$ cat src/lsu_config.svh
`ifndef LSU_CONFIG_SVH
`define LSU_CONFIG_SVH

// ============================================================
// queue and datapath sizing
// ============================================================

`define LSB_SIZE        8       // load-store buffer entries
`define ROB_IDX_W       4
`define DATA_W          32
`define ADDR_W          10      // byte address of the 1 KB data memory

// ============================================================
// memory timing
// ============================================================

// cycles from accept to done
`define MEM_LATENCY     3

`endif

$ cat src/lsu_pkg.sv
package lsu_pkg;

`include "lsu_config.svh"

typedef logic [`ROB_IDX_W-1:0]  rob_idx_t;
typedef logic [`DATA_W-1:0]     data_t;
typedef logic [`ADDR_W-1:0]     addr_t;
typedef logic [1:0]             mem_len_t;

localparam mem_len_t LEN_BYTE = 2'd0;
localparam mem_len_t LEN_HALF = 2'd1;
localparam mem_len_t LEN_WORD = 2'd2;

// loads first, stores from SB up
typedef enum logic [2:0] {
    LB, LH, LW, LBU, LHU, SB, SH, SW
} mem_op_e;

typedef struct packed {
    logic       waiting;    // still waiting on tag
    rob_idx_t   tag;
    data_t      value;
} operand_t;

typedef struct packed {
    logic       valid;
    rob_idx_t   rob_idx;
    mem_op_e    op;
    operand_t   rs1;        // base
    operand_t   rs2;        // store data
    data_t      imm;
} issue_req_t;

typedef struct packed {
    logic       valid;
    rob_idx_t   rob_idx;
    data_t      data;
} cdb_t;

typedef struct packed {
    logic       valid;
    rob_idx_t   rob_idx;
    mem_op_e    op;
    data_t      base;
    data_t      imm;
    data_t      store_data;
} lsb_dispatch_t;

typedef struct packed {
    logic       valid;
    logic       write;
    mem_len_t   len;
    addr_t      addr;
    data_t      wdata;
    rob_idx_t   rob_idx;
    mem_op_e    op;
} mem_req_t;

typedef struct packed {
    logic       valid;
    data_t      rdata;
    rob_idx_t   rob_idx;
    mem_op_e    op;
    logic [1:0] addr_lo;
} mem_rsp_t;

typedef struct packed {
    logic       valid;
    rob_idx_t   rob_idx;
    data_t      data;
} result_t;

function automatic logic is_store(mem_op_e op);
    return op inside {SB, SH, SW};
endfunction

endpackage

$ cat src/lsb_load_align.sv
`timescale 1ns/100ps
`include "lsu_config.svh"

module lsb_load_align (
    input  logic                clk_in,
    input  logic                rst_n,
    input  logic                rdy,
    input  logic                clr,

    input  lsu_pkg::mem_rsp_t   mem_rsp,
    output lsu_pkg::result_t    result
);

logic [7:0]         sel_b;
logic [15:0]        sel_h;
lsu_pkg::data_t     ext;
lsu_pkg::result_t   res_q;

always_comb begin
    sel_b = mem_rsp.rdata[{mem_rsp.addr_lo, 3'b000} +: 8];
    sel_h = mem_rsp.rdata[{mem_rsp.addr_lo[1], 4'b0000} +: 16];
    case (mem_rsp.op)
        lsu_pkg::LB:  ext = {{(`DATA_W - 8){sel_b[7]}}, sel_b};
        lsu_pkg::LBU: ext = {{(`DATA_W - 8){1'b0}}, sel_b};
        lsu_pkg::LH:  ext = {{(`DATA_W - 16){sel_h[15]}}, sel_h};
        lsu_pkg::LHU: ext = {{(`DATA_W - 16){1'b0}}, sel_h};
        lsu_pkg::LW:  ext = mem_rsp.rdata;
        default:      ext = '0;     // stores report zero
    endcase
end

always_ff @(posedge clk_in or negedge rst_n) begin
    if (!rst_n) begin
        res_q <= '0;
    end else if (clr) begin
        res_q.valid <= 1'b0;
    end else if (rdy) begin
        res_q.valid <= mem_rsp.valid;
        if (mem_rsp.valid) begin
            res_q.rob_idx <= mem_rsp.rob_idx;
            res_q.data    <= ext;
        end
    end
end

always_comb begin
    result       = res_q;
    result.valid = res_q.valid & rdy;
end

endmodule

$ cat config.mk
export PLATFORM = sky130hd
export DESIGN_NAME = lsb_load_align
export DESIGN_NICKNAME = d
export VERILOG_FILES = /design/src/lsu_pkg.sv /design/src/lsb_load_align.sv
export VERILOG_INCLUDE_DIRS = /design/src
export SDC_FILE = /design/constraint.sdc
export NUM_CORES = 1
export LEC_CHECK = 0
export ABC_AREA = 1
export BUFFER_PORTS_ARGS = -buffer_cell sky130_fd_sc_hd__buf_2
export CORE_MARGIN = 2
export CORE_UTILIZATION = 45
export CTS_CLUSTER_DIAMETER = 30
export DETAILED_ROUTE_END_ITERATION = 16
export GPL_TIMING_DRIVEN = 0
export HOLD_SLACK_MARGIN = 0.15
export MAX_ROUTING_LAYER = met4
export PLACE_DENSITY = 0.81
export SLEW_MARGIN = 20
export SYNTH_ARGS = -nofsm -noshare
export SYNTH_HDL_FRONTEND = slang
export SYNTH_SLANG_ARGS = --single-unit
$ cat constraint.sdc
create_clock -name clk_in -period 2.28 [get_ports clk_in]
set_clock_uncertainty 0.15 [all_clocks]
set_input_delay 0.114 -clock clk_in [delete_from_list [all_inputs] [get_ports clk_in]]
set_output_delay 0.114 -clock clk_in [all_outputs]
set_load 0.01 [all_outputs]
After elaboration in Yosys (flattened, before gate mapping) --
Index checks and enable logic that the tools add are counted.
Word-level totals: bits in registers 37, output and inout port bits 37, word-level logic and storage cells 18, input bits 46
Cells by class: reductions and logical operators 3, shifts and indexed selects 2, bitwise gates (word level) 2, eq/ne operators 4, multiplexer cells 4
Operator list (count):
- 32-bit case mux with 5 select lines | 1
- 37-bit 2-to-1 mux | 1
- 36-bit 2-to-1 mux | 1
- 32-bit by 6-bit indexed part select with 16-bit output | 1
- 32-bit by 6-bit indexed part select with 8-bit output | 1
- 3-bit by 2-bit == test with 1-bit output (second input constant) | 2
- 3-bit by 1-bit == test with 1-bit output (second input constant) | 1
- 3-bit == test (second input constant) | 1
- 3-bit logical NOT | 1
- 3-bit AND reduction | 1
- 2-bit nonzero test | 1
- 1-bit bitwise AND | 1
- 1-bit 2-to-1 mux | 1
- 1-bit inverter | 1

Logic depth before layout (Yosys ltp) --
depth in word-level cells 5, mapped depth 10, gate-level depth less buffers 9

Worst setup path before layout --
Ideal clock, no wire load.
path type in2reg, start input mem_rsp[1] in the netlist's numbering, end register res_q (netlist bit result[12]), arrival 0.802 ns, slack 1.211 ns, stages on the path 6, path buffers 1, required time 2.013 ns, library setup time 0.117 ns, cell sequence buf_2 -> or2_2 -> o211ai_1 -> nand3_1 -> nand2_1 -> nand2_1
Between the ends: word-level cells in the longest chain between the ends 2, elaborated cells between the ends (all ways) 3, classes of those cells 2 x shift; 1 x mux
Ends and longest elaborated chain:
- start, declared | line lsb_load_align.sv:10 | input lsu_pkg::mem_rsp_t mem_rsp,
- 32-bit by 6-bit indexed part select with 16-bit output / 32-bit by 6-bit indexed part select with 8-bit output (equally long branches) | line lsb_load_align.sv:21, lsb_load_align.sv:20
- 32-bit case mux with 5 select lines (*) | line lsb_load_align.sv:22 | case (mem_rsp.op)
- end, declared | line lsb_load_align.sv:17 | lsu_pkg::result_t res_q;
Mark *: on every way between the ends. The rest lies on a longest branch, timed or not. A chain may end at the register's enable or synchronous reset.

Worst setup path in the final report --
start input rdy, end register res_q (netlist bit result[30])
Between the ends: word-level cells in the longest chain between the ends 1
Ends and longest elaborated chain:
- start, declared | line lsb_load_align.sv:7 | input logic rdy,
- 3-bit AND reduction (no source line)
Every way passes these cells.

==> flow_summary.ini <==
[timing]
timing.fmax_mhz = 513
layout_worst_path_cycle_share = 0.854
period_minus_slack_ps = 1950
timing.setup.tns_ps = 0
rsz0062_at_grt = no
timing.final.hold_violations = 0
maxSlewHeadroom = 0.452
tightestPinTransition_ps = 822
max_slew_violation_count = 0
setup_viol_count_final = 0

[outcome]
run_status = completed

[clock_network]
cts_repair_resize_count = 0
clk_root_buffer_cell = clkbuf_8
numCtsBuffers = 5
worst_skew_pair.late_latency_ps = 290
tritoncts = done
cts.sinks = 37
depth_of_the_cts_h_tree = 2
clk_pin_slew_ps = 70
largest_buffer_count_on_any_clock_path = 2

[synth]
ys_dominant_reg_cell = dfrtp_1
ys_async_sr_fraction = 1.00
ys_top_cells_by_area = dfrtp_1 38%, nand2_1 30%, buf_4 12%
synth-seq-cells = 37
synth.yosys.seq_area_share = 0.376
synthDominantCellAreaShare = 0.376
synth.largest_area_cell = dfrtp_1
yosys_warnings = 0
synthesis.instances = 379
synth_top_cells_by_count = 195 x nand2_1, 38 x buf_4, 37 x dfrtp_1
yosys.cell_count.top_type = nand2_1
syn-cell-area_sq_um = 2460
mappedNetlistNets = 425
synth_enable_flop_cells = 0
syn_avg_cell_area_sq_um = 6.49
netlist-cell-type-count = 20

[cells_and_area]
synthToLayoutAreaGrowth_pct = 43.2
multi_input_area_sq_um = 1090
final-seq-area_sq_um = 926
fillers = 453
final_layout_size_suffix_gt1_frac = 0.287
antennaDiodeCount = 0
fin_util = 0.677
num-nets-final = 557

[critical_path]
cp.arrival_ps = 2030
cp-start-kind = primary input
nature_of_the_critical_path_endpoint = flop
path_max_fanout = 6
worst_path_cell_chain = dlygate4sd3_1, buf_2, nand2_1, nor2_2, dlygate4sd3_1, o21ai_0, nand2_1
timing.critical_path.buf_inv = 3
path_delay_family = buffers and inverters
worstPathRequired_ps = 2370
critical-path-slowest-cell = dlygate4sd3_1
critPathMaxStageDelay_ps = 750
worst-setup-path-type = primary input to flop

[power_and_ir_drop]
p_sw_mw = 0.596
power-per-cell-area_nw_per_um2 = 599
p_clk_frac = 0.320
seq_power_share = 0.379
power.static_leakage_nw = 2.20
pwr-share-comb = 0.301
power.switching_fraction = 0.283
p_int_mw = 1.51
power.ir.vdd_worst_uv = 332

[grt]
first_global_vias = 2631
grt_first_pass_wirelength_um = 11700
grt_overflow_total = 0
antenna_found_initial = 0
globalRouteTotalUtil = 0.250
largest_net_degree_at_the_start_of_global_routing = 38

[drt]
total_wire_length_after_detailed_routing_um = 7010
drtAntennaViolNets = 0
vias = 2766
drt_first_iter_violations = 191
vias_per_cell = 4.75
routedWlPerCell_um = 12.0
drc = 0
drt_pass1_iterations = 5

[die]
core_region_area_sq_um = 5200
design.portCount = 83
die_width_um = 77.9
floorplan.rows = 26
die_height_um = 77.9
start_util = 0.473
design.die.area_sq_um = 6070

[run]
cap_violations = 0

[min_path]
min-delay-path-class = primary input to flop

[placed_design]
finalWeightedCongestion = 0.954
detailedPlacementHpwl_um = 4800
port_buffers = 82
## tightest hold or removal path, stage by stage
cell	delay [ps]
buf_2	90
nand2_1	70
nor2_2	70
inv_2	150
nand2_1	70
nand2_1	50
## layout by cell type (no fill, tap or decap), types with 5 or more instances in the layout
master and count:
a21oi_1 6, buf_2 89, buf_4 38, clkbuf_8 5
dfrtp_1 37, dlygate4sd3_1 43, inv_1 25, nand2_1 195
nand3_1 21, nor2_1 21, o21ai_0 12
## through the flow
step	std cells	hold slack [ps]	setup slack, ps	instance area (sq um)	power, mW
after floorplan	379	-332	1210	2460	1.17
after global placement	531	86.2	836	2960	1.37
after detailed placement	531	101	794	2960	1.38
after CTS	582	215	389	3520	2.11
after global routing	582	257	234	3520	2.23
final	582	209	332	3520	2.11
## layout make-up
class                           instances  share of cell area
Multi-Input combinational cell        264               0.309
Sequential cell                        37               0.263
Timing Repair Buffer                  125               0.239
Buffer                                 48              0.0941
Inverter                               30              0.0327
Tap cell                               70              0.0249
Clock buffer                            5              0.0195
Clock inverter                          3              0.0185
## flip-flops by register name, summed over array words and instances (netlist names)
register / cells
result: 36
res_q: 1
## per-layer routing
layer / track usage / up-vias / routed length [um]
met5: - / - / 0
met4: 0.104 / 0 / 221
met3: 0.0349 / 26 / 435
met2: 0.429 / 125 / 3300
met1: 0.295 / 1238 / 3050
li1: - / 1377 / -
## cell families (layout without fill, tap and decap cells)
family                 Yosys count  after routing  share of synthesized area
AO/OA/AOI/OAI                   19             19                     0.0397
flip-flops                      37             37                      0.376
AND/OR/NAND/NOR                245            245                      0.402
buffers and inverters           78            211                      0.182
## worst paths after layout
check | from | end | slack (ps) | depth (start not counted)
setup / recovery | rdy | result[30] | 330 | 7
hold / removal | mem_rsp[41] | result[21] | 210 | 6
setup reg to reg | result[0] | result[0] | 1480 | 2
hold reg to reg | result[34] | result[34] | 330 | 2
max in group asynchronous | rst_n | result[9] | 1160 | 2
min in group asynchronous | rst_n | result[21] | 300 | 2
## what timing repair did
item,4_1_cts,5_1_grt
buffers inserted,0,0
hold buffers,43,0
hold endpoints to repair,74,0
## power by group through the flow
stage	logic (mW)	registers (mW)	clock network, mW
after global routing	0.705	0.811	0.711
after global placement	0.560	0.807	0
after CTS	0.630	0.798	0.680
after floorplan	0.375	0.797	0
final	0.635	0.799	0.675
after detailed placement	0.569	0.811	0
Note: power is estimated with default switching activity, not from simulation.
