$ cat config.mk
export PLATFORM = sky130hd
export DESIGN_NAME = lsb_addr_gen
export DESIGN_NICKNAME = d
export VERILOG_FILES = /design/src/lsu_pkg.sv /design/src/lsb_addr_gen.sv
export VERILOG_INCLUDE_DIRS = /design/src
export SDC_FILE = /design/constraint.sdc
export NUM_CORES = 1
export LEC_CHECK = 0
export ABC_AREA = 1
export BUFFER_PORTS_ARGS = -buffer_cell sky130_fd_sc_hd__buf_2
export CAP_MARGIN = 5
export CORE_MARGIN = 4
export CORE_UTILIZATION = 40
export CTS_CLUSTER_SIZE = 20
export DETAILED_ROUTE_END_ITERATION = 10
export GPL_ROUTABILITY_DRIVEN = 1
export GPL_TIMING_DRIVEN = 1
export PLACE_DENSITY = 0.72
export SLEW_MARGIN = 20
export SYNTH_ARGS = -nofsm -noshare
export SYNTH_HDL_FRONTEND = slang
export SYNTH_SLANG_ARGS = --single-unit
export TNS_END_PERCENT = 50
$ cat constraint.sdc
create_clock -name clk_in -period 1.9 [get_ports clk_in]
set_clock_uncertainty 0.2 [all_clocks]
set_input_delay 0.095 -clock clk_in [delete_from_list [all_inputs] [get_ports clk_in]]
set_output_delay 0.095 -clock clk_in [all_outputs]
set_load 0.005 [all_outputs]
$ cat src/lsu_config.svh
`ifndef LSU_CONFIG_SVH
`define LSU_CONFIG_SVH

// ============================================================
// queue and datapath sizing
// ============================================================

`define LSB_SIZE        8       // load-store buffer entries
`define ROB_IDX_W       4
`define DATA_W          32
`define ADDR_W          10      // byte address of the 1 KB data memory

// ============================================================
// memory timing
// ============================================================

// cycles from accept to done
`define MEM_LATENCY     3

`endif

$ cat src/lsu_pkg.sv
package lsu_pkg;

`include "lsu_config.svh"

typedef logic [`ROB_IDX_W-1:0]  rob_idx_t;
typedef logic [`DATA_W-1:0]     data_t;
typedef logic [`ADDR_W-1:0]     addr_t;
typedef logic [1:0]             mem_len_t;

localparam mem_len_t LEN_BYTE = 2'd0;
localparam mem_len_t LEN_HALF = 2'd1;
localparam mem_len_t LEN_WORD = 2'd2;

// loads first, stores from SB up
typedef enum logic [2:0] {
    LB, LH, LW, LBU, LHU, SB, SH, SW
} mem_op_e;

typedef struct packed {
    logic       waiting;    // still waiting on tag
    rob_idx_t   tag;
    data_t      value;
} operand_t;

typedef struct packed {
    logic       valid;
    rob_idx_t   rob_idx;
    mem_op_e    op;
    operand_t   rs1;        // base
    operand_t   rs2;        // store data
    data_t      imm;
} issue_req_t;

typedef struct packed {
    logic       valid;
    rob_idx_t   rob_idx;
    data_t      data;
} cdb_t;

typedef struct packed {
    logic       valid;
    rob_idx_t   rob_idx;
    mem_op_e    op;
    data_t      base;
    data_t      imm;
    data_t      store_data;
} lsb_dispatch_t;

typedef struct packed {
    logic       valid;
    logic       write;
    mem_len_t   len;
    addr_t      addr;
    data_t      wdata;
    rob_idx_t   rob_idx;
    mem_op_e    op;
} mem_req_t;

typedef struct packed {
    logic       valid;
    data_t      rdata;
    rob_idx_t   rob_idx;
    mem_op_e    op;
    logic [1:0] addr_lo;
} mem_rsp_t;

typedef struct packed {
    logic       valid;
    rob_idx_t   rob_idx;
    data_t      data;
} result_t;

function automatic logic is_store(mem_op_e op);
    return op inside {SB, SH, SW};
endfunction

endpackage

$ cat src/lsb_addr_gen.sv
`timescale 1ns/100ps
`include "lsu_config.svh"

module lsb_addr_gen (
    input  logic                    clk_in,
    input  logic                    rst_n,
    input  logic                    rdy,
    input  logic                    clr,

    input  lsu_pkg::lsb_dispatch_t  dispatch,
    output lsu_pkg::mem_req_t       mem_req
);

lsu_pkg::data_t     sum;
lsu_pkg::mem_len_t  len;
lsu_pkg::data_t     wdata;
lsu_pkg::mem_req_t  req_q;

assign sum = dispatch.base + dispatch.imm;

always_comb begin
    case (dispatch.op)
        lsu_pkg::LB, lsu_pkg::LBU, lsu_pkg::SB: len = lsu_pkg::LEN_BYTE;
        lsu_pkg::LH, lsu_pkg::LHU, lsu_pkg::SH: len = lsu_pkg::LEN_HALF;
        default:                                len = lsu_pkg::LEN_WORD;
    endcase
end

// spread store data over every lane it could land in
always_comb begin
    case (len)
        lsu_pkg::LEN_BYTE: wdata = {(`DATA_W / 8){dispatch.store_data[7:0]}};
        lsu_pkg::LEN_HALF: wdata = {(`DATA_W / 16){dispatch.store_data[15:0]}};
        default:           wdata = dispatch.store_data;
    endcase
end

always_ff @(posedge clk_in or negedge rst_n) begin
    if (!rst_n) begin
        req_q <= '0;
    end else if (clr) begin
        req_q.valid <= 1'b0;
    end else if (rdy) begin
        req_q.valid <= dispatch.valid;
        if (dispatch.valid) begin
            req_q.write   <= lsu_pkg::is_store(dispatch.op);
            req_q.len     <= len;
            req_q.addr    <= sum[`ADDR_W-1:0];    // wraps inside data memory
            req_q.wdata   <= wdata;
            req_q.rob_idx <= dispatch.rob_idx;
            req_q.op      <= dispatch.op;
        end
    end
end

always_comb begin
    mem_req       = req_q;
    mem_req.valid = req_q.valid & rdy;
end

endmodule

After elaboration in Yosys (flattened, before gate mapping). Index checks and enable logic that the tools add are counted.

Add/sub/neg operators: 1. Reduce and logical (&&, ||, !) cells: 7. Bitwise logic cells: 2. Mux-type cells: 5. Equal/unequal tests: 7.

Operators with widths (count): $pmux 32 s2 (1); $mux 53 (1); $mux 52 (1); $eq 3x3->1 const B (4); $add 10x10->10 (1); $reduce_or 3->1 (2); $pmux 2 s2 (1); $eq 3x1->1 const B (1); $eq 3x2->1 const B (1); $logic_not 3->1 (1); $reduce_and 3->1 (1); $reduce_bool 3->1 (1); $eq 2x1->1 const B (1); $logic_not 2->1 (1); $reduce_bool 2->1 (1); $and 1x1->1 (1); $mux 1 (1); $not 1->1 (1).

Word-level logic and storage cells: 29. Output and inout port bits: 53. Flip-flop bits (word level): 53. Input bits: 108.

Logic depth before layout (Yosys ltp). Gate-level depths: netlist of the first run.

Word-level depth: 8. Depth in mapped cells: 11. Gate-level depth less buffers: 10.

Least setup slack after synthesis of the first run. OpenSTA, ideal clock, no wires.

Kind: input port to flip-flop. Start point: in dispatch[32] (netlist name). End point: reg req_q, in the netlist mem_req[47]. Data required time: 1.583 ns. Library setup time: 0.117 ns. Arrival: 1.197 ns. Slack: 0.386 ns. Path buffers: 0. Cell stages on the path: 9. Cells stage by stage: ha_1 -> inv_1 -> fa_1 -> o21ai_1 -> nand2_1 -> nand2_1 -> nand2_1 -> nand3_1 -> nand2_1.

Cells in the longest elaborated chain, start to end: 1.

RTL lines: start: declaration (RTL line lsb_addr_gen.sv:10) `input lsu_pkg::lsb_dispatch_t dispatch,`; $add 10x10->10 (RTL line lsb_addr_gen.sv:19) `assign sum = dispatch.base + dispatch.imm;`; end: declaration (RTL line lsb_addr_gen.sv:17) `lsu_pkg::mem_req_t req_q;`.

Every way passes these cells. A chain may end at the register's enable or synchronous reset.

Worst setup path in the final report of the first run.
Start point: in dispatch[41] (netlist name). End point: reg req_q, in the netlist mem_req[48].

The elaborated chain is that of the path after synthesis.

==> impl_summary.txt, run 1 <==
----------------------------------------------------
[Status]
  Run status ... complete, no violations

[STA]
  Slew at the pin closest to its max-slew limit ... 499 ps
  Total Neg Setup Slack ... 0 ps
  Setup-violating endpoint count in the final report ... 0
  Post-route fraction of the period consumed by the critical path ... 89.0%
  Final hold viol count ... 0
  Maximum clock frequency ... 592 MHz
  Max-slew violation total from the final report ... 0
  RSZ-0062 raised after global routing ... no
  Normalized max-slew margin ... about two thirds
  Worst hold slack ... approximately 33 ps
  Crit path time final ... 1690 ps

[Detailed routing]
  Drt via density ... 4.63
  Initial DRC count ... 88
  DRC errors left ... 0
  Number of iterations in the first detailed-routing pass ... 4
  Wirelength, routed ... between 8 and 9 mm
  Via count ... between 2000 and 3000
  Avg WL per Cell ... 13.0 um
  Count of antenna-violating nets left after detailed routing ... 0

[Cells and area]
  Post-route cell area ... between 4000 and 5000 um2
  Area added between synthesis and finish ... 29.3%
  Final antenna diode count ... 0
  Post-Route Utilization ... 53.4%
  Share of final-layout standard cells stronger than drive strength 1 ... ~28%
  Number of nets at the end of the flow ... 642
  Area of all sequential standard cells ... between 1000 and 1500 um2
  Number of inserted filler cells in the final layout ... 704
  Area used by multi-input combinational logic ... 1310 um2

[Worst setup path]
  Required arrival time at the worst endpoint ... between 1500 and 2000 ps
  CP Capture Type ... register
  Crit-path max FO ... 2
  Type of the worst setup path ... input pin to register
  R2R setup slack ... 470 ps
  Data arrival time of the critical path ... 1690 ps
  Category of the worst setup path launch point ... input pin

[Synth]
  Distinct cells, synth ... 29
  Cell types with the highest counts after synthesis ... 152 x sky130_fd_sc_hd__nand2_1, 54 x sky130_fd_sc_hd__buf_4, 53 x sky130_fd_sc_hd__dfrtp_1
  Main area contributors after synthesis ... sky130_fd_sc_hd__dfrtp_1 42%, sky130_fd_sc_hd__nand2_1 18%, sky130_fd_sc_hd__buf_4 13%
  Register area share after synthesis ... 41.6%
  Cells after Synth ... 406
  Number of storage elements in the synthesis netlist ... 53
  Number of warnings issued by yosys ... 0
  Most area-hungry cell type in the Yosys netlist ... sky130_fd_sc_hd__dfrtp_1
  Yosys top cell area share ... 41.6%
  Async SR Flop Fraction ... 100%
  Most used standard cell by instance count after synthesis ... sky130_fd_sc_hd__nand2_1
  Most common flop cell mapped by yosys ... sky130_fd_sc_hd__dfrtp_1
  EDFF count, synth ... 0
  Syn Nets ... roughly 520
  Netlist area before placement ... 3190 um2
  Avg Synthesized Cell Area ... roughly 8 um2

[CTS]
  CTS-repair resized insts ... 0
  Number of H-tree levels ... 2
  Clock buffer count from CTS ... 5
  Largest buffer count on any clock path ... 2
  TritonCTS clock tree ... yes
  Post-CTS setup buffer count ... 0
  Clock root buffer master ... sky130_fd_sc_hd__clkbuf_8
  # clock sinks ... 53
  Clock transition at the registers of the reported paths ... ~90 ps
  Number of buffers inserted by hold repair at cts ... 55
  Later-pin clock latency in the skew report ... 300 ps

[GRT]
  Vias in the first global route ... 2906
  Largest net degree at the start of global routing ... 34
  Wire length of the first global-routing pass ... 13.9 mm
  Antenna violations before repair ... 0
  Total global routing overflow ... 0
  All-Layer GR Usage ... 17.8%

[Die]
  Die ar. ... about 9500 um2
  Die Ht ... 97.3 um
  Number of placement rows ... 32
  Die outline width ... 97.3 um
  Placeable core region ... 7730 um2
  Number of primary I/O pins ... ~160
  Effective utilization at floorplan ... 41.3%

[Worst hold path]
  Hold Path Class ... input pin to register

[Job]
  Max_cap viols ... 0

[Placement]
  I/O Buffers ... 116
  Area of placed instances ... between 3000 and 4000 um2
  Half-perimeter wire length of the detailed placement result ... 5.84 mm
  Routability Congestion ... 0.953

[Power and ir drop]
  Worst ir drop on vdd ... 0.000258 V
  Total power divided by cell area ... about 700 nW/um2
  Static leakage power ... 2.24 nW

----------------------------------------------------
[per-stage QoR]
stage                     power, W  std cells  setup slack (ps)
after floorplan            0.00212        406               386
after global placement     0.00224        564               128
after detailed placement   0.00226        564               120
after CTS                  0.00300        627               238
after global routing       0.00319        627               107
final                      0.00297        627               210
[final cells by class]
cell class	count	share of cell area (%)
clock inverters	2	0.243
well taps	102	3.09
clock buffers	6	1.76
inverters	22	2.12
multi-input cells	266	31.7
repair buffers	176	28.9
flip-flops and latches	53	32.2
[worst max-delay path: stages]
cell and delay [ps]:
sky130_fd_sc_hd__dlygate4sd3_1 530, sky130_fd_sc_hd__buf_2 130, sky130_fd_sc_hd__xnor2_1 120, sky130_fd_sc_hd__dlygate4sd3_1 580
sky130_fd_sc_hd__nand4_1 100, sky130_fd_sc_hd__nand3_1 100, sky130_fd_sc_hd__nand2_1 50
[cells by family (layout without fill, tap and decap cells)]
logic type	after synthesis	after routing	share of synthesized area [%]
AO/OA/AOI/OAI	44	44	7.73
XOR/XNOR	4	4	1.10
adder cells (fa/ha/maj)	10	10	4.16
buffers and inverters	87	206	17.7
flip-flops	53	53	41.6
AND/OR/NAND/NOR	208	208	27.7
[worst paths after layout]
path | cells after the start | start | end
max | 7 | dispatch[41] | mem_req[48]$_DFFE_PN0P_
min | 4 | dispatch[65] | mem_req[40]$_DFFE_PN0P_
max reg2reg | 3 | mem_req[22]$_DFFE_PN0P_ | mem_req[22]$_DFFE_PN0P_
min reg2reg | 2 | mem_req[6]$_DFFE_PN0P_ | mem_req[6]$_DFFE_PN0P_
max in group asynchronous | 3 | rst_n | mem_req[49]$_DFFE_PN0P_
min in group asynchronous | 2 | rst_n | mem_req[19]$_DFFE_PN0P_
[metal layers]
layer	vias to the layer above	routed length [um]	track usage, %
li1	1461	-	-
met1	1332	3510	21.7
met2	98	3970	31.0
met3	10	591	5.03
met4	0	101	4.69
met5	-	0	0
[flip-flops by register name, indices dropped and copies added (netlist names)]
name and count:
mem_req 52, req_q 1
[layout by cell type (no fill, tap or decap), types with 6 or more instances in the layout]
cell                            count
sky130_fd_sc_hd__o21ai_0           10
sky130_fd_sc_hd__buf_2            116
sky130_fd_sc_hd__nor2_1            24
sky130_fd_sc_hd__dfrtp_1           53
sky130_fd_sc_hd__inv_1             17
sky130_fd_sc_hd__a31oi_1            8
sky130_fd_sc_hd__a21oi_1           18
sky130_fd_sc_hd__nand2_1          152
sky130_fd_sc_hd__ha_1               9
sky130_fd_sc_hd__dlygate4sd3_1     55
sky130_fd_sc_hd__nand2_2            6
sky130_fd_sc_hd__nand3_1           15
[report_power, final]
group	internal (W)	switching, W
clock network	0.000256	0.000354
registers	0.00133	0.000113
logic	0.000459	0.000456
Power figures use the tool's default switching activity.
==> run 2, diff against run 1 <==
--- a/config.mk
+++ b/config.mk
@@ -9,13 +9,15 @@
 export ABC_AREA = 1
 export BUFFER_PORTS_ARGS = -buffer_cell sky130_fd_sc_hd__buf_2
 export CAP_MARGIN = 5
+export CELL_PAD_IN_SITES_DETAIL_PLACEMENT = 0
+export CELL_PAD_IN_SITES_GLOBAL_PLACEMENT = 1
 export CORE_MARGIN = 4
-export CORE_UTILIZATION = 40
+export CORE_UTILIZATION = 34
 export CTS_CLUSTER_SIZE = 20
 export DETAILED_ROUTE_END_ITERATION = 10
 export GPL_ROUTABILITY_DRIVEN = 1
 export GPL_TIMING_DRIVEN = 1
-export PLACE_DENSITY = 0.72
+export PLACE_DENSITY_LB_ADDON = 0.1
 export SLEW_MARGIN = 20
 export SYNTH_ARGS = -nofsm -noshare
 export SYNTH_HDL_FRONTEND = slang
==> run 2 against run 1 <==
Net effect:
- critical path depth fell by 2
- sequential share of layout area fell by 0.21 points
- total power up 1.6%
- non-clock buffer count is 3 higher
- worst setup slack improved by 81 ps
- via count is 3.3% lower
- sequential power about the same
- clock power grew 6.9%
- hold slack worse by 27 ps
- largest cell class unchanged
- highest routed layer unchanged
==> impl_summary.txt, run 2 (same netlist as run 1, synthesis figures left out) <==
----------------------------------------------------
[Status]
  Run status ... complete, no violations (unchanged)

[CTS]
  TritonCTS clock tree ... yes (unchanged)
  Clock transition at the registers of the reported paths ... 100 ps (was 90 ps)
  Later-pin clock latency in the skew report ... 310 ps (was 300 ps)
  Largest buffer count on any clock path ... 2 (unchanged)
  Post-CTS setup buffer count ... 0 (unchanged)
  # clock sinks ... 53 (unchanged)
  Clock buffer count from CTS ... 5 (unchanged)
  Number of H-tree levels ... 2 (unchanged)
  Clock root buffer master ... sky130_fd_sc_hd__clkbuf_8 (unchanged)

[GRT]
  All-Layer GR Usage ... 15.4% (was 17.8%)
  Wire length of the first global-routing pass ... 13.9 mm (about the same)
  Vias in the first global route ... 2799 (was 2906)
  Total global routing overflow ... 0 (unchanged)
  Largest net degree at the start of global routing ... 54 (was 34)
  Antenna violations before repair ... 0 (unchanged)

[Cells and area]
  Number of nets at the end of the flow ... 645 (was 642)
  Final cell count without fillers ... 639 (was 627)
  Flip-flop count of the largest register after layout ... 52 (unchanged)
  Final antenna diode count ... 0 (unchanged)
  Post-Route Utilization ... 45.1% (was 53.4%)
  Leading cell types in the layout, fill and taps excluded ... 152 x sky130_fd_sc_hd__nand2_1, 116 x sky130_fd_sc_hd__buf_2, 57 x sky130_fd_sc_hd__dlygate4sd3_1 (was 152 x sky130_fd_sc_hd__nand2_1, 116 x sky130_fd_sc_hd__buf_2, 55 x sky130_fd_sc_hd__dlygate4sd3_1)
  Area added between synthesis and finish ... 30.1% (was 29.3%)
  Commonest non-fill, non-tap cell in the layout ... sky130_fd_sc_hd__nand2_1 (unchanged)
  Share of final-layout standard cells stronger than drive strength 1 ... 28.2% (was 28.4%)

[Detailed routing]
  Initial DRC count ... 109 (was 88)
  Number of iterations in the first detailed-routing pass ... 4 (unchanged)
  Count of antenna-violating nets left after detailed routing ... 0 (unchanged)
  Avg WL per Cell ... 13.3 um (was 13.0 um)
  Drt via density ... 4.39 (was 4.63)
  DRC errors left ... 0 (unchanged)
  Via count ... 2804 (was 2901)
  Wirelength, routed ... 8.47 mm (was 8.17 mm)

[Placement]
  I/O Buffers ... 116 (unchanged)
  Half-perimeter wire length of the detailed placement result ... 6.04 mm (was 5.84 mm)
  Total instance count after detailed placement ... 574 (was 564)
  Routability Congestion ... 0.720 (was 0.953)
  Pre-CTS worst setup slack ... 82.9 ps (was 120 ps)

[Worst hold path]
  Hold-critical path depth ... 6 (was 4)
  Hold Path Class ... input pin to register (unchanged)

[Power and ir drop]
  Total power divided by cell area ... 726 nW/um2 (was 720 nW/um2)
  Post-layout total power ... 0.00301 W (was 0.00297 W)
  Static leakage power ... 2.24 nW (about the same)
  Worst ir drop on vdd ... 0.000295 V (was 0.000258 V)

[Worst setup path]
  Critical path cell sequence ... buf_2, dlygate4sd3_1, nor2_1, dlygate4sd3_1, o21ai_0 (was dlygate4sd3_1, buf_2, xnor2_1, dlygate4sd3_1, nand4_1, nand3_1, nand2_1)
  Cell type of the slowest stage on the worst timing path ... sky130_fd_sc_hd__dlygate4sd3_1 (unchanged)
  Required arrival time at the worst endpoint ... 1930 ps (was 1900 ps)
  Data arrival time of the critical path ... 1640 ps (was 1690 ps)
  Count of cells along the worst register-to-register path ... 3 (unchanged)
  Critical path's top delay family ... buffers and inverters (unchanged)
  Critical Path Most Common Cell ... sky130_fd_sc_hd__dlygate4sd3_1 (unchanged)
  Count of buffer and inverter cells on the critical path ... 3 (unchanged)
  Total stage count of the critical path ... 5 (was 7)
  Category of the worst setup path launch point ... input pin (unchanged)
  CP Capture Type ... register (unchanged)
  Type of the worst setup path ... input pin to register (unchanged)
  Crit-path max FO ... 4 (was 2)
  Peak per-stage delay on the critical path ... 620 ps (was 580 ps)

[STA]
  Post-route fraction of the period consumed by the critical path ... 84.7% (was 89.0%)
  Total Neg Setup Slack ... 0 ps (unchanged)
  Slew at the pin closest to its max-slew limit ... 425 ps (was 499 ps)
  Max-slew violation total from the final report ... 0 (unchanged)
  Final hold viol count ... 0 (unchanged)
  Setup-violating endpoint count in the final report ... 0 (unchanged)
  Setup slack after layout ... 291 ps (was 210 ps)
  RSZ-0062 raised after global routing ... no (unchanged)
  Normalized max-slew margin ... 71.5% (was 66.8%)
  Maximum clock frequency ... 622 MHz (was 592 MHz)
  Crit path time final ... 1610 ps (was 1690 ps)

[Die]
  Die outline width ... 105 um (was 97.3 um)
  Die Ht ... 105 um (was 97.3 um)
  Die ar. ... 11000 um2 (was 9470 um2)
  Number of placement rows ... 35 (was 32)
  Placeable core region ... 9200 um2 (was 7730 um2)
  Number of primary I/O pins ... 161 (unchanged)
  Effective utilization at floorplan ... 34.7% (was 41.3%)

[Job]
  Max_cap viols ... 0 (unchanged)

----------------------------------------------------
-- run 2: cell type report --
type,instances,area [um2]
Inverter,22,87.6
Tap cell,111,139
Fill cell,962,5040
Timing Repair Buffer,179,1210
Sequential cell,53,1330
Clock buffer,7,76.3
Multi-Input combinational cell,266,1310
Clock inverter,1,7.51
-- run 2: metal layers --
metal  wire length, um  GRT usage [%]  up-vias
li1                  -              -     1466
met1              4190           22.2     1260
met2              3730           23.8       72
met3               480           3.46        6
met4                74           3.09        0
met5                 0              0        -
-- run 2: per-stage QoR --
| stage | hold slack [ps] | area, um2 |
|---|---|---|
| CTS | 2.20 | 4150 |
| detailed placement | -79.3 | 3500 |
| global placement | -79.0 | 3500 |
| finish | 5.76 | 4150 |
| global route | 51.9 | 4150 |
| floorplan | -401 | 3190 |
-- run 2: path summary, 6_finish.rpt --
path | start | end | slack, ps
setup / recovery | dispatch[97] | mem_req[51]$_DFFE_PN0P_ | 290
hold / removal | dispatch[73] | mem_req[48]$_DFFE_PN0P_ | 6
setup reg to reg | mem_req[22]$_DFFE_PN0P_ | mem_req[22]$_DFFE_PN0P_ | 480
hold reg to reg | mem_req[9]$_DFFE_PN0P_ | mem_req[9]$_DFFE_PN0P_ | 270
max in group asynchronous | rst_n | mem_req[48]$_DFFE_PN0P_ | 1150
min in group asynchronous | rst_n | mem_req[11]$_DFFE_PN0P_ | 90
-- run 2: timing repair --
item,CTS,global route
resized for setup,0,0
endpoints found under the hold margin,96,0
hold buffers,57,0
-- run 2: report_power, final --
| part | switching [W] | internal, W |
|---|---|---|
| logic | 0.000454 | 0.000470 |
| registers | 0.000109 | 0.00133 |
| clock network | 0.000389 | 0.000262 |
| total | 0.000953 | 0.00206 |
-- run 2: worst register-to-register path, cell delays in order, from the launching register on --
cell	delay, ps
sky130_fd_sc_hd__dfrtp_1	400
sky130_fd_sc_hd__nor2_1	100
sky130_fd_sc_hd__a31oi_1	40
sky130_fd_sc_hd__dlygate4sd3_1	570
==> run 3, diff against run 2 <==
--- a/config.mk
+++ b/config.mk
@@ -6,13 +6,13 @@
 export SDC_FILE = /design/constraint.sdc
 export NUM_CORES = 1
 export LEC_CHECK = 0
-export ABC_AREA = 1
+export ABC_AREA = 0
 export BUFFER_PORTS_ARGS = -buffer_cell sky130_fd_sc_hd__buf_2
 export CAP_MARGIN = 5
 export CELL_PAD_IN_SITES_DETAIL_PLACEMENT = 0
 export CELL_PAD_IN_SITES_GLOBAL_PLACEMENT = 1
 export CORE_MARGIN = 4
-export CORE_UTILIZATION = 34
+export CORE_UTILIZATION = 33
 export CTS_CLUSTER_SIZE = 20
 export DETAILED_ROUTE_END_ITERATION = 10
 export GPL_ROUTABILITY_DRIVEN = 1
==> constraint.sdc (replaced) <==
create_clock -name clk_in -period 1.6 [get_ports clk_in]
set_clock_uncertainty 0.2 [all_clocks]
set_input_delay 0.08 -clock clk_in [delete_from_list [all_inputs] [get_ports clk_in]]
set_output_delay 0.08 -clock clk_in [all_outputs]
set_load 0.005 [all_outputs]
==> run 3 against run 2 <==
Net effect:
- design area is 2.0% higher
- first-iteration DRC count is 54% lower
- hold slack better by 11 ps
- synthesized area is 1.5% lower
- count of clock-buffer cells in the layout stayed put
- largest cell class is now multi-input gates
- largest power group unchanged
==> impl_summary.txt, run 3 <==
----------------------------------------------------
[Status]
  Run status ... complete, no violations (unchanged)

[Power and ir drop]
  Worst ir drop on vdd ... 0.000396 V (was 0.000295 V)
  Total power divided by cell area ... 898 nW/um2 (was 726 nW/um2)
  Combinational power share ... 29.7% (was 30.6%)
  Fraction of power consumed by the clock network ... 25.2% (was 21.6%)
  Static leakage power ... 2.15 nW (was 2.24 nW)
  P_sw ... 0.00109 W (was 0.000953 W)
  Sequential group share of total power ... 45.1% (was 47.7%)
  Fraction of power spent switching nets ... 28.6% (was 31.6%)
  Internal power contribution ... 0.00272 W (was 0.00206 W)

[Detailed routing]
  DRC errors left ... 0 (unchanged)
  Initial DRC count ... 50 (was 109)
  Count of antenna-violating nets left after detailed routing ... 0 (unchanged)
  Via count ... 2592 (was 2804)
  Drt via density ... 4.57 (was 4.39)
  Avg WL per Cell ... 14.4 um (was 13.3 um)
  Wirelength, routed ... 8.17 mm (was 8.47 mm)
  Number of iterations in the first detailed-routing pass ... 4 (unchanged)

[Die]
  Number of primary I/O pins ... 161 (unchanged)
  Die ar. ... 11100 um2 (was 11000 um2)
  Effective utilization at floorplan ... 34.0% (was 34.7%)
  Die outline width ... 106 um (was 105 um)
  Die Ht ... 106 um (was 105 um)
  Placeable core region ... 9240 um2 (was 9200 um2)
  Number of placement rows ... 35 (unchanged)

[Worst setup path]
  CP Capture Type ... register (unchanged)
  Endpoint of the most critical setup path ... mem_req[16]$_DFFE_PN0P_ (was mem_req[51]$_DFFE_PN0P_)
  Critical path cell sequence ... buf_2, xnor2_4, inv_4, o21ai_4, buf_12, mux2i_1, dlygate4sd3_1, o21ai_1 (was buf_2, dlygate4sd3_1, nor2_1, dlygate4sd3_1, o21ai_0)
  Total stage count of the critical path ... 8 (was 5)
  Count of cells along the worst register-to-register path ... 3 (unchanged)
  Category of the worst setup path launch point ... input pin (unchanged)
  R2R setup slack ... 170 ps (was 480 ps)
  Critical path's top delay family ... buffers and inverters (unchanged)
  Peak per-stage delay on the critical path ... 560 ps (was 620 ps)
  Critical Path Source ... dispatch[96] (was dispatch[97])
  Required arrival time at the worst endpoint ... 1600 ps (was 1930 ps)
  Data arrival time of the critical path ... 1560 ps (was 1640 ps)
  Count of buffer and inverter cells on the critical path ... 4 (was 3)
  Crit-path max FO ... 8 (was 4)
  Destination of the worst register-to-register timing path ... req_q[52]$_DFFE_PN0P_ (was mem_req[22]$_DFFE_PN0P_)
  RR Startpoint ... req_q[52]$_DFFE_PN0P_ (was mem_req[22]$_DFFE_PN0P_)
  Cell type of the slowest stage on the worst timing path ... sky130_fd_sc_hd__dlygate4sd3_1 (unchanged)
  Type of the worst setup path ... input pin to register (unchanged)

[Cells and area]
  Area of all sequential standard cells ... 1330 um2 (unchanged)
  Share of final-layout standard cells stronger than drive strength 1 ... 38.4% (was 28.2%)
  Post-route cell area ... 4230 um2 (was 4150 um2)
  Area added between synthesis and finish ... 34.7% (was 30.1%)
  Flip-flop count of the largest register after layout ... 52 (unchanged)
  Number of nets at the end of the flow ... 555 (was 645)
  Leading cell types in the layout, fill and taps excluded ... 116 x sky130_fd_sc_hd__buf_2, 53 x sky130_fd_sc_hd__dfrtp_1, 50 x sky130_fd_sc_hd__nand2_1 (was 152 x sky130_fd_sc_hd__nand2_1, 116 x sky130_fd_sc_hd__buf_2, 57 x sky130_fd_sc_hd__dlygate4sd3_1)
  Number of inserted filler cells in the final layout ... 932 (was 962)
  Area used by multi-input combinational logic ... 1370 um2 (was 1310 um2)
  Commonest non-fill, non-tap cell in the layout ... sky130_fd_sc_hd__buf_2 (was sky130_fd_sc_hd__nand2_1)
  Final antenna diode count ... 0 (unchanged)

[Synth]
  Most used standard cell by instance count after synthesis ... sky130_fd_sc_hd__dfrtp_1 (was sky130_fd_sc_hd__nand2_1)
  Cell types with the highest counts after synthesis ... 53 x sky130_fd_sc_hd__dfrtp_1, 52 x sky130_fd_sc_hd__buf_4, 50 x sky130_fd_sc_hd__nand2_1 (was 152 x sky130_fd_sc_hd__nand2_1, 54 x sky130_fd_sc_hd__buf_4, 53 x sky130_fd_sc_hd__dfrtp_1)
  Distinct cells, synth ... 39 (was 29)
  Netlist area before placement ... 3140 um2 (was 3190 um2)
  Area share of fa/ha/maj cells after synthesis ... 4.22% (was 4.16%)
  Avg Synthesized Cell Area ... 9.95 um2 (was 7.86 um2)
  Number of warnings issued by yosys ... 0 (unchanged)
  Most common flop cell mapped by yosys ... sky130_fd_sc_hd__dfrtp_1 (unchanged)
  Yosys top cell area share ... 42.2% (was 41.6%)
  Multiplexer area fraction after synthesis ... 13.7% (was 0%)
  Share of synthesized cell area in and, or, nand and nor gates ... 9.67% (was 27.7%)
  Cells after Synth ... 316 (was 406)
  Syn Nets ... 434 (was 524)
  Most area-hungry cell type in the Yosys netlist ... sky130_fd_sc_hd__dfrtp_1 (unchanged)
  Main combinational cell family by area after synthesis ... buffers and inverters (was simple AND/OR/NAND/NOR gates)
  Main area contributors after synthesis ... sky130_fd_sc_hd__dfrtp_1 42%, sky130_fd_sc_hd__buf_4 12%, sky130_fd_sc_hd__mux2i_1 8.3% (was sky130_fd_sc_hd__dfrtp_1 42%, sky130_fd_sc_hd__nand2_1 18%, sky130_fd_sc_hd__buf_4 13%)
  Fraction of the mapped netlist area in compound gates ... 13.4% (was 7.73%)
  Area share of xor/xnor cells in the synthesized design ... 1.99% (was 1.10%)
  Async SR Flop Fraction ... 100% (unchanged)
  Number of storage elements in the synthesis netlist ... 53 (unchanged)
  Register area share after synthesis ... 42.2% (was 41.6%)
  EDFF count, synth ... 0 (unchanged)

[GRT]
  Largest net degree at the start of global routing ... 54 (unchanged)
  Total global routing overflow ... 0 (unchanged)
  Wire length of the first global-routing pass ... 13.4 mm (was 13.9 mm)
  Antenna violations before repair ... 0 (unchanged)
  Vias in the first global route ... 2647 (was 2799)
  All-Layer GR Usage ... 14.9% (was 15.4%)

[STA]
  Normalized max-slew margin ... 67.9% (was 71.5%)
  Maximum clock frequency ... 642 MHz
  Slew at the pin closest to its max-slew limit ... 481 ps (was 425 ps)
  Setup-violating endpoint count in the final report ... 0 (unchanged)
  Crit path time final ... 1560 ps
  RSZ-0062 raised after global routing ... no (unchanged)
  Total Neg Setup Slack ... 0 ps (unchanged)
  Max-slew violation total from the final report ... 0 (unchanged)
  Post-route fraction of the period consumed by the critical path ... 97.4%
  Final hold viol count ... 0 (unchanged)

[CTS]
  Later-pin clock latency in the skew report ... 310 ps (about the same)
  TritonCTS clock tree ... yes (unchanged)
  Clock transition at the registers of the reported paths ... 100 ps (about the same)
  Post-CTS setup buffer count ... 0 (unchanged)
  Largest buffer count on any clock path ... 2 (unchanged)
  Clock buffer count from CTS ... 5 (unchanged)
  Clock root buffer master ... sky130_fd_sc_hd__clkbuf_8 (unchanged)
  # clock sinks ... 53 (unchanged)
  Number of H-tree levels ... 2 (unchanged)

[Placement]
  Area of placed instances ... 3690 um2 (was 3500 um2)
  Routability Congestion ... 0.752 (was 0.720)
  I/O Buffers ... 116 (unchanged)
  Half-perimeter wire length of the detailed placement result ... 6.07 mm (was 6.04 mm)

[Job]
  Max_cap viols ... 0 (unchanged)

[Worst hold path]
  Hold Path Class ... input pin to register (unchanged)

----------------------------------------------------
run 3: cell count changes in the layout (fill, tap and decap cells not counted), moves of 7 or more:
cell and change:
sky130_fd_sc_hd__nand2_1 -102, sky130_fd_sc_hd__mux2i_1 +26, sky130_fd_sc_hd__o21ai_0 +20, sky130_fd_sc_hd__nor2_1 -18
sky130_fd_sc_hd__dlygate4sd3_1 -17, sky130_fd_sc_hd__a21oi_1 -15, sky130_fd_sc_hd__mux2_2 +15, sky130_fd_sc_hd__nand3_1 -14
sky130_fd_sc_hd__inv_1 -13, sky130_fd_sc_hd__buf_4 +9, sky130_fd_sc_hd__o221ai_1 +8, sky130_fd_sc_hd__a31oi_1 -7
run 3: kinds of logic after synthesis:
kind of cell / count (synthesis)
XOR/XNOR: 5
buffers and inverters: 70
multiplexers: 41
adder cells (fa/ha/maj): 10
flip-flops: 53
AND/OR/NAND/NOR: 70
AO/OA/AOI/OAI: 67
run 3: per-stage QoR:
| stage | power, W | setup WS, ps | utilization, % | std cells | hold slack, ps |
|---|---|---|---|---|---|
| 2_1_floorplan | 0.00256 | -101 | - | 316 | -416 |
| 3_3_place_gp | 0.00279 | -293 | 39.9 | 517 | -92.5 |
| 3_5_place_dp | 0.00281 | -315 | 39.9 | 517 | -94.1 |
| 4_1_cts | 0.00389 | 26.4 | 45.8 | 568 | 13.9 |
| 5_1_grt | 0.00408 | 1.33 | 45.8 | 567 | 10.2 |
| 6_report | 0.00380 | 42.4 | 45.8 | 567 | 17.1 |
run 3: layout make-up:
class	instances	area share [%]
repair buffers	178	29.1
flip-flops and latches	53	31.3
inverters	6	0.591
multi-input cells	193	32.4
clock inverters	1	0.709
well taps	129	3.81
clock buffers	7	2.04
run 3: per-layer routing:
layer / track usage (%) / up-vias / part of all wire [%]
li1: - / 1288 / -
met1: 19.7 / 1228 / 44
met2: 24.8 / 66 / 48
met3: 3.43 / 10 / 5.8
met4: 3.61 / 0 / 1.4
met5: 0 / - / 0
run 3: worst min-delay path: cells and delay by family:
family	cells	cell delay [ps]
and+or+nand+nor	1	60
AOI/OAI and AO/OA	2	130
buffers and inverters	1	100
muxes	1	120
run 3: worst min-delay path by stage:
stage                 startpoint                 endpoint  slack, ps  cells after the start
floorplan                  rst_n   mem_req[0]$_DFFE_PN0P_       -420                      0
global placement           rst_n  mem_req[34]$_DFFE_PN0P_        -90                      2
detailed placement         rst_n  mem_req[34]$_DFFE_PN0P_        -90                      2
CTS                 dispatch[26]  mem_req[33]$_DFFE_PN0P_         10                      5
global route        dispatch[96]  mem_req[51]$_DFFE_PN0P_         10                      3
finish              dispatch[26]  mem_req[33]$_DFFE_PN0P_         20                      5
run 3: repair_timing:
action                                  in CTS  in global routing
hold endpoints to repair                    94                  0
endpoints found under the setup margin       0                  4
resized for setup                            0                  3
hold buffers                                43                  0
run 3: power by group through the flow:
stage	registers (W)	logic, W	clock network, W
finish	0.00172	0.00113	0.000957
global route	0.00175	0.00127	0.00106
CTS	0.00172	0.00116	0.00101
detailed placement	0.00175	0.00106	0
global placement	0.00174	0.00105	0
floorplan	0.00171	0.000843	0
